==> src/verilog/d0_pkg.sv <==
// L1 data cache d0 stage package with cache geometry, request encodings and request bundles
package d0_pkg;

  // Cache geometry for a 16-set cache with 64-byte lines
  localparam int ADDR_W   = 32;
  localparam int OFFSET_W = 6;
  localparam int INDEX_W  = 4;
  localparam int TAG_W    = ADDR_W - INDEX_W - OFFSET_W;
  localparam int NUM_SETS = 1 << INDEX_W;

  // A physical address split into the fields the arrays are indexed with
  typedef struct packed {
    logic [TAG_W-1:0]    tag;
    logic [INDEX_W-1:0]  index;
    logic [OFFSET_W-1:0] offset;
  } addr_t;

  // Requester that won the d0 slot in the current cycle
  typedef enum logic [2:0] {
    None,
    RstBlock,
    D1,
    L2Cache,
    UpdateL2,
    LSQ
  } d0_winner_e;

  // Kinds of request the LSQ can present
  typedef enum logic [1:0] {
    NoLsq,
    Load,
    Store
  } lsq_d0_req_type_e;

  // Kinds of answer coming back from the L2 cache
  typedef enum logic [1:0] {
    NoAns,
    ReplaceLine,
    StoreHit,
    WWBWakeUp
  } l2c_d0_ans_type_e;

  // Kinds of replay or write-back request coming from d1
  typedef enum logic [2:0] {
    NoD1,
    LoadReplay,
    StoreReplay,
    WriteCleanLine,
    WriteDirtyLine,
    WriteStore,
    CleanDirty,
    WaitL2UpdatingCnt
  } d1_d0_req_type_e;

  // Action performed by d0 on the arrays
  typedef enum logic [3:0] {
    d0_Idle,
    d0_ReadLsq,
    d0_ReadUpdate,
    d0_ReadL2,
    d0_FwdL2StAddr,
    d0_ReadD1,
    d0_WriteCleanLineD1,
    d0_WriteDirtyLineD1,
    d0_WriteStoreD1,
    d0_CleanDirty,
    d0_ResetLines
  } d0_req_type_e;

  // Operation that d1 carries out on the following cycle
  typedef enum logic [2:0] {
    d0_d1_Idle,
    d0_d1_Load,
    d0_d1_Store,
    d0_d1_UpdateL2,
    d0_d1_ReplaceReq,
    d0_d1_L2StHit,
    d0_d1_L2WBBWakeUp
  } d0_d1_req_type_e;

  // Requester bundles, each one held stable until its grant strobe is seen
  typedef struct packed {
    logic             valid;
    lsq_d0_req_type_e kind;
    addr_t            addr;
  } lsq_req_t;

  typedef struct packed {
    logic             valid;
    l2c_d0_ans_type_e kind;
    addr_t            addr;
  } l2c_ans_t;

  typedef struct packed {
    logic            valid;
    d1_d0_req_type_e kind;
    addr_t           addr;
  } d1_req_t;

  // The update counter only names a set, the line address is rebuilt in d0
  typedef struct packed {
    logic               valid;
    logic [INDEX_W-1:0] index;
  } upd_req_t;

  // One grant strobe per external requester
  typedef struct packed {
    logic d1;
    logic l2c;
    logic upd;
    logic lsq;
  } d0_gnt_t;

  // Operation word handed from d0 to d1
  typedef struct packed {
    d0_req_type_e    d0_kind;
    d0_d1_req_type_e d1_next_kind;
    addr_t           addr;
  } d0_op_t;

endpackage

==> src/verilog/d0_scheduler.sv <==
// Fixed-priority d0 scheduler that picks one requester per cycle and strobes its grant
`timescale 1ns/1ns

module d0_scheduler import d0_pkg::*; (
  input  lsq_req_t   lsq_req_i,
  input  l2c_ans_t   l2c_ans_i,
  input  d1_req_t    d1_req_i,
  input  upd_req_t   upd_req_i,
  input  logic       rst_req_i,
  input  logic       stall_i,
  output d0_winner_e winner_o,
  output d0_gnt_t    gnt_o
);

  // The reset sweep blocks everybody else, then d1 replays come before
  // L2 answers, the update counter and finally new LSQ traffic
  always_comb begin
    winner_o = None;
    gnt_o    = '0;
    if (!stall_i) begin
      if (rst_req_i) begin
        // The sweep owns the arrays, so nobody is granted
        winner_o = RstBlock;
      end else if (d1_req_i.valid) begin
        winner_o = D1;
        gnt_o.d1 = 1'b1;
      end else if (l2c_ans_i.valid) begin
        winner_o  = L2Cache;
        gnt_o.l2c = 1'b1;
      end else if (upd_req_i.valid) begin
        winner_o  = UpdateL2;
        gnt_o.upd = 1'b1;
      end else if (lsq_req_i.valid) begin
        winner_o  = LSQ;
        gnt_o.lsq = 1'b1;
      end
    end
    // While d1 stalls the winner stays None and every grant stays low
  end

endmodule

==> src/verilog/d0_req_encoder.sv <==
// Request encoder that turns the scheduled requester and its kind into d0 and d1 actions
`timescale 1ns/1ns

module d0_req_encoder import d0_pkg::*; (
  input  d0_winner_e       winner_i,
  input  d1_d0_req_type_e  d1_req_type_i,
  input  l2c_d0_ans_type_e l2c_ans_type_i,
  input  lsq_d0_req_type_e lsq_req_type_i,
  output d0_req_type_e     d0_req_type_o,
  output d0_d1_req_type_e  d1_next_req_type_o
);

  always_comb begin
    // Anything not listed below leaves both stages idle
    d0_req_type_o      = d0_Idle;
    d1_next_req_type_o = d0_d1_Idle;
    case (winner_i)
      RstBlock: begin
        // Invalidate the whole set, d1 has nothing to do
        d0_req_type_o = d0_ResetLines;
      end
      D1: begin
        case (d1_req_type_i)
          // Replays read the arrays again with the d1 address
          LoadReplay: begin
            d0_req_type_o      = d0_ReadD1;
            d1_next_req_type_o = d0_d1_Load;
          end
          StoreReplay: begin
            d0_req_type_o      = d0_ReadD1;
            d1_next_req_type_o = d0_d1_Store;
          end
          // Line and doubleword writes finish in d0
          WriteCleanLine: begin
            d0_req_type_o = d0_WriteCleanLineD1;
          end
          WriteDirtyLine: begin
            d0_req_type_o = d0_WriteDirtyLineD1;
          end
          WriteStore: begin
            d0_req_type_o = d0_WriteStoreD1;
          end
          CleanDirty: begin
            d0_req_type_o = d0_CleanDirty;
          end
          // WaitL2UpdatingCnt is granted but only burns the slot
          default: begin
            d0_req_type_o      = d0_Idle;
            d1_next_req_type_o = d0_d1_Idle;
          end
        endcase
      end
      L2Cache: begin
        case (l2c_ans_type_i)
          // A refill line arrives, d1 checks whether the victim is dirty
          ReplaceLine: begin
            d0_req_type_o      = d0_ReadL2;
            d1_next_req_type_o = d0_d1_ReplaceReq;
          end
          // Store hit and write-back wake-up only forward the address
          StoreHit: begin
            d0_req_type_o      = d0_FwdL2StAddr;
            d1_next_req_type_o = d0_d1_L2StHit;
          end
          WWBWakeUp: begin
            d0_req_type_o      = d0_FwdL2StAddr;
            d1_next_req_type_o = d0_d1_L2WBBWakeUp;
          end
          default: begin
            d0_req_type_o      = d0_Idle;
            d1_next_req_type_o = d0_d1_Idle;
          end
        endcase
      end
      UpdateL2: begin
        // Read the set named by the counter, d1 drains the buffer into L2
        d0_req_type_o      = d0_ReadUpdate;
        d1_next_req_type_o = d0_d1_UpdateL2;
      end
      LSQ: begin
        // Loads and stores both read in d0 and split in d1
        if (lsq_req_type_i == Load) begin
          d0_req_type_o      = d0_ReadLsq;
          d1_next_req_type_o = d0_d1_Load;
        end else if (lsq_req_type_i == Store) begin
          d0_req_type_o      = d0_ReadLsq;
          d1_next_req_type_o = d0_d1_Store;
        end
      end
      default: begin
        d0_req_type_o      = d0_Idle;
        d1_next_req_type_o = d0_d1_Idle;
      end
    endcase
  end

endmodule

==> src/verilog/d0_rst_block.sv <==
// Post-reset sweep that requests line invalidation for every cache set in turn
`timescale 1ns/1ns

module d0_rst_block import d0_pkg::*; (
  input  logic               clk_i,
  input  logic               rst_n_i,
  input  logic               stall_i,
  output logic               rst_req_o,
  output logic [INDEX_W-1:0] rst_index_o,
  output logic               rst_done_o
);

  logic [INDEX_W-1:0] index_q;
  logic               done_q;
  logic               last_set;

  // The set being issued this cycle is the final one of the cache
  assign last_set = (index_q == INDEX_W'(NUM_SETS - 1));

  // Set index and done flag of the sweep
  always_ff @(posedge clk_i or negedge rst_n_i) begin
    if (!rst_n_i) begin
      index_q <= '0;
      done_q  <= 1'b0;
    end else if (!done_q && !stall_i) begin
      // One set is consumed per unstalled cycle
      if (last_set) begin
        done_q <= 1'b1;
      end else begin
        index_q <= index_q + INDEX_W'(1);
      end
    end
  end

  // Requesting is simply the sweep not being finished yet
  assign rst_req_o   = ~done_q;
  assign rst_index_o = index_q;
  assign rst_done_o  = done_q;

endmodule

==> src/verilog/d0_out_regs.sv <==
// d0 output register stage that picks the operation address and latches the op word
`timescale 1ns/1ns

module d0_out_regs import d0_pkg::*; (
  input  logic               clk_i,
  input  logic               rst_n_i,
  input  logic               stall_i,
  input  d0_winner_e         winner_i,
  input  d0_req_type_e       d0_req_type_i,
  input  d0_d1_req_type_e    d1_next_req_type_i,
  input  addr_t              lsq_addr_i,
  input  addr_t              l2c_addr_i,
  input  addr_t              d1_addr_i,
  input  logic [INDEX_W-1:0] upd_index_i,
  input  logic [INDEX_W-1:0] rst_index_i,
  output d0_op_t             d0_op_o,
  output logic               op_valid_o
);

  addr_t  sel_addr;
  d0_op_t op_d;
  d0_op_t op_q;

  // Address source follows the winner
  always_comb begin
    sel_addr = '0;
    case (winner_i)
      LSQ:     sel_addr = lsq_addr_i;
      L2Cache: sel_addr = l2c_addr_i;
      D1:      sel_addr = d1_addr_i;
      // Set-wide operations only need the index, tag and offset stay zero
      UpdateL2: begin
        sel_addr.index = upd_index_i;
      end
      RstBlock: begin
        sel_addr.index = rst_index_i;
      end
      default: sel_addr = '0;
    endcase
  end

  // Assemble the next word from the encoder outputs and the chosen address
  always_comb begin
    op_d.d0_kind      = d0_req_type_i;
    op_d.d1_next_kind = d1_next_req_type_i;
    op_d.addr         = sel_addr;
  end

  // A stalled d1 keeps the operation it already has
  always_ff @(posedge clk_i or negedge rst_n_i) begin
    if (!rst_n_i) begin
      op_q <= '{d0_kind: d0_Idle, d1_next_kind: d0_d1_Idle, addr: '0};
    end else if (!stall_i) begin
      op_q <= op_d;
    end
  end

  assign d0_op_o = op_q;

  // An idle word carries nothing for d1
  assign op_valid_o = (op_q.d0_kind != d0_Idle);

endmodule

==> src/verilog/d0_stage.sv <==
// L1 data cache d0 stage top level joining sweep, scheduler, encoder and output registers
`timescale 1ns/1ns

module d0_stage import d0_pkg::*; (
  input  logic     clk_i,
  input  logic     rst_n_i,
  input  lsq_req_t lsq_req_i,
  input  l2c_ans_t l2c_ans_i,
  input  d1_req_t  d1_req_i,
  input  upd_req_t upd_req_i,
  input  logic     stall_i,
  output d0_gnt_t  gnt_o,
  output d0_op_t   d0_op_o,
  output logic     op_valid_o,
  output logic     rst_done_o
);

  logic               rst_req;
  logic [INDEX_W-1:0] rst_index;
  d0_winner_e         winner;
  d0_req_type_e       d0_req_type;
  d0_d1_req_type_e    d1_next_req_type;

  // Reset sweep over all sets
  d0_rst_block u_rst_block (
    .clk_i       (clk_i),
    .rst_n_i     (rst_n_i),
    .stall_i     (stall_i),
    .rst_req_o   (rst_req),
    .rst_index_o (rst_index),
    .rst_done_o  (rst_done_o)
  );

  // Pick this cycle's winner and strobe its grant
  d0_scheduler u_scheduler (
    .lsq_req_i (lsq_req_i),
    .l2c_ans_i (l2c_ans_i),
    .d1_req_i  (d1_req_i),
    .upd_req_i (upd_req_i),
    .rst_req_i (rst_req),
    .stall_i   (stall_i),
    .winner_o  (winner),
    .gnt_o     (gnt_o)
  );

  // Translate the winner into the d0 action and the next d1 action
  d0_req_encoder u_req_encoder (
    .winner_i           (winner),
    .d1_req_type_i      (d1_req_i.kind),
    .l2c_ans_type_i     (l2c_ans_i.kind),
    .lsq_req_type_i     (lsq_req_i.kind),
    .d0_req_type_o      (d0_req_type),
    .d1_next_req_type_o (d1_next_req_type)
  );

  // Latch the operation word towards d1
  d0_out_regs u_out_regs (
    .clk_i              (clk_i),
    .rst_n_i            (rst_n_i),
    .stall_i            (stall_i),
    .winner_i           (winner),
    .d0_req_type_i      (d0_req_type),
    .d1_next_req_type_i (d1_next_req_type),
    .lsq_addr_i         (lsq_req_i.addr),
    .l2c_addr_i         (l2c_ans_i.addr),
    .d1_addr_i          (d1_req_i.addr),
    .upd_index_i        (upd_req_i.index),
    .rst_index_i        (rst_index),
    .d0_op_o            (d0_op_o),
    .op_valid_o         (op_valid_o)
  );

endmodule

==> config.mk <==
export PLATFORM = sky130hd
export DESIGN_NAME = d0_stage
export DESIGN_NICKNAME = d
export VERILOG_FILES = /design/src/verilog/d0_pkg.sv /design/src/verilog/d0_scheduler.sv /design/src/verilog/d0_req_encoder.sv /design/src/verilog/d0_rst_block.sv /design/src/verilog/d0_out_regs.sv /design/src/verilog/d0_stage.sv
export SDC_FILE = /design/constraint.sdc
export NUM_CORES = 1
export LEC_CHECK = 0
export BUFFER_PORTS_ARGS = -buffer_cell sky130_fd_sc_hd__buf_2
export CAP_MARGIN = 40
export CORE_MARGIN = 3
export CORE_UTILIZATION = 45
export CTS_CLUSTER_DIAMETER = 100
export DETAILED_ROUTE_END_ITERATION = 8
export GPL_TIMING_DRIVEN = 0
export PLACE_DENSITY = 0.85
export SLEW_MARGIN = 25
export SYNTH_ARGS = -nofsm -noshare
export SYNTH_HDL_FRONTEND = slang
export SYNTH_SLANG_ARGS = --single-unit
==> constraint.sdc <==
create_clock -name clk_i -period 4.3 [get_ports clk_i]
set_clock_uncertainty 0.05 [all_clocks]
set_input_delay 0.86 -clock clk_i [delete_from_list [all_inputs] [get_ports clk_i]]
set_output_delay 0.86 -clock clk_i [all_outputs]
set_load 0.01 [all_outputs]
==> run metrics <==
n_diodes=0; top_reg_cell synth=dfrtp_1; reg2reg path depth=6; R2R Path End=u_out_regs.d0_op_o[8]; vias in the first global route=between 2000 and 3000; GR Util All Layers=0.251; Hold Fails Final Rpt=0; final setup fails=0; outcome=finished, final reports clean; antenna violations before repair=0; Yosys cell types=35; worst hold path cell count=2; CTS tree=built; root buffer cell=clkbuf_8; post-CTS setup buffers=0; Layout fillers=around 460; P&R area growth vs syn=42.1%; CP Cell Sequence=buf_2, nor3b_4, and4bb_1, buf_4, buf_6, buf_2; R2R Setup Slk=roughly 2400 ps; ranking of synthesized cells by area=dfrtp_1 46%, a221o_1 13%, nand2_1 11%, o21ai_0 7.1%, a21oi_1 1.7%; Initial Util=0.470; Seq/Total Area, Yosys=0.456; I/O pin count=between 150 and 200; largest net degree at the start of global routing=24; Mapped Cells=approximately 260; die area=0.00628 sq mm; first-pass GRT wire length=12300 microns; Final nets=around 550; largest delay contributor family on the critical path=buffers and inverters; Required @ worst endpoint=~3400 ps; Post-synth EDFFs=0; critical hold path startpoint=u_out_regs.d0_op_o[34]; gpl congestion=roughly 0.9; most frequent cells in the layout=164 x buf_2, 68 x nand2_1, 44 x dfrtp_1; top cell type's share of synthesized area=0.456; wire per inst=15.8 microns; Worst Path Buf+Inv=4; Final ANT Viol Nets=0; fin crit share=0.683; setup repair after global routing missed its margin=false; setup TNS=0 ps; worst skew pair latency=about 300 ps; WHS=between 400 and 500 ps; register area=about 0.0011 sq mm; Vias=between 2000 and 3000; critical path arrival=just over 2000 ps; clock slew at reported path FFs=about 80 ps; FMAX=340 MHz; cts bufs inserted=5; Synth warnings=0; via/cell ratio=5.45; worst r2r src=u_rst_block.rst_done_o; Synth async-reset ratio=1.00; WL final=slightly below 8000 microns; clock buffer depth=2; Rows=26; largest area contributor in the synthesized netlist=dfrtp_1; clk sinks=44; Die Ht=79.2 microns; PD cells=311 mW/mm^2; H-tree depth=2; IO Port Bufs=156; initial drt markers=159; max_slew headroom=0.624; detailed placement HPWL=just over 6000 microns; Hold Crit Class=reg2reg; fin crit period=around 2900 ps; Mean Syn Cell Area=around 9 sq um; hold path endpoint=u_out_regs.d0_op_o[34]; area of the multi-input gates=roughly 0.0011 sq mm; Slowest-stage cell, CP=nor3b_4; Setup CP Type=in2out; crit-path max cell delay=around 330 ps; Worst Max-Slew Pin Slew=about 560 ps; static leakage=roughly 1.8 nW; drt first pass iters=4; fraction of layout cells with a size suffix above 1=0.429; Resize count post-CTS=0; commonest non-fill, non-tap cell in the layout=buf_2; critical-path maximum fanout=10; synthesized area=0.00241 sq mm; maximum vdd drop=roughly 0.16 mV; # DRC=0; Synth Net Count=approximately 380; number of synthesized register bits=44; max-slew violation count=0; Hold Buf Count CTS=0; crit end category=output pin; Die Span X=79.2 microns; max cap viols=0; Setup crit start kind=input pin; GR Overflow Total=0; core area=about 0.0051 sq mm; Critical Path Most Common Cell=buf_2
-- routing by layer --
| metal | global-route usage | part of all wire | vias to the layer above |
|---|---|---|---|
| met3 | 0.0329 | 0.072 | 23 |
| met4 | 0.0945 | 0.024 | 0 |
| li1 | - | - | 1292 |
| met5 | 0 | 0 | - |
| met2 | 0.416 | 0.50 | 138 |
| met1 | 0.335 | 0.41 | 1269 |
-- cell usage after synthesis (2+ instances only) --
| master | instances |
|---|---|
| nand2_1 | 68 |
| dfrtp_1 | 44 |
| o21ai_0 | 34 |
| a221o_1 | 32 |
| inv_1 | 10 |
| clkbuf_1 | 9 |
| a21oi_1 | 8 |
| buf_2 | 8 |
| a221oi_1 | 4 |
| a22o_1 | 4 |
| nand3_1 | 4 |
| nor2_1 | 4 |
| and2_1 | 3 |
| buf_4 | 3 |
| buf_6 | 3 |
| ha_1 | 3 |
| a32oi_1 | 2 |
| and3_1 | 2 |
| mux2_2 | 2 |
| nand4_1 | 2 |
-- layout make-up --
type / count / area share
multi-input cells: 186 / 0.333
flip-flops and latches: 44 / 0.321
plain buffers: 23 / 0.0379
well taps: 70 / 0.0255
clock inverters: 2 / 0.0113
inverters: 11 / 0.0120
repair buffers: 157 / 0.236
clock buffers: 6 / 0.0241
-- power by group --
group | switching [mW] | leakage, nW | internal [mW]
Sequential | 0.0205 | 0.549 | 0.453
Combinational | 0.130 | 1.24 | 0.123
Clock | 0.149 | 0.0614 | 0.190
Total | 0.299 | 1.85 | 0.766
-- how the worst max path moves through the flow --
stage               cells past startpoint    startpoint  slack, ps        to
global placement                        6  d1_req_i[35]       1370  gnt_o[0]
detailed placement                      6  d1_req_i[35]       1370  gnt_o[0]
CTS                                     6  d1_req_i[35]       1370  gnt_o[0]
floorplan                               4  d1_req_i[35]       1780  gnt_o[0]
finish                                  6  d1_req_i[35]       1360  gnt_o[0]
global route                            6  d1_req_i[35]       1290  gnt_o[0]
-- worst register-to-register path: stages, from the launching register on --
cell	delay, ps
dfrtp_1	460
and2_1	190
clkbuf_1	170
buf_6	180
a221o_1	320
a221oi_1	300
a21oi_1	70
-- cell families (layout without fill, tap and decap cells) --
logic type,count (synthesis),in the layout,share of synthesized area
xor gates and xnor gates,2,2,0.00726
buffers and inverters,34,199,0.0710
DFF,44,44,0.456
and+or+nand+nor,92,92,0.172
AOI/OAI and AO/OA,87,87,0.269
muxes,2,2,0.00933
adders and majority gates,3,3,0.0156
-- stage by stage --
| step | instances | instance area [sq um] | utilization | power (mW) | setup slack (ps) |
|---|---|---|---|---|---|
| after floorplan | 264 | 2410 | - | 0.599 | 1780 |
| after global placement | 490 | 3280 | 0.639 | 0.724 | 1370 |
| after detailed placement | 491 | 3310 | 0.644 | 0.735 | 1370 |
| after CTS | 499 | 3430 | 0.667 | 1.07 | 1370 |
| after global routing | 499 | 3430 | 0.667 | 1.12 | 1290 |
| final | 499 | 3430 | 0.667 | 1.07 | 1360 |
-- registers in the layout, indices dropped and copies added, names as in the netlist --
signal,flops
u_rst_block.rst_done_o,1
u_out_regs.d0_op_o,39
u_rst_block.rst_index_o,4
(Power assumes the default switching activity.)
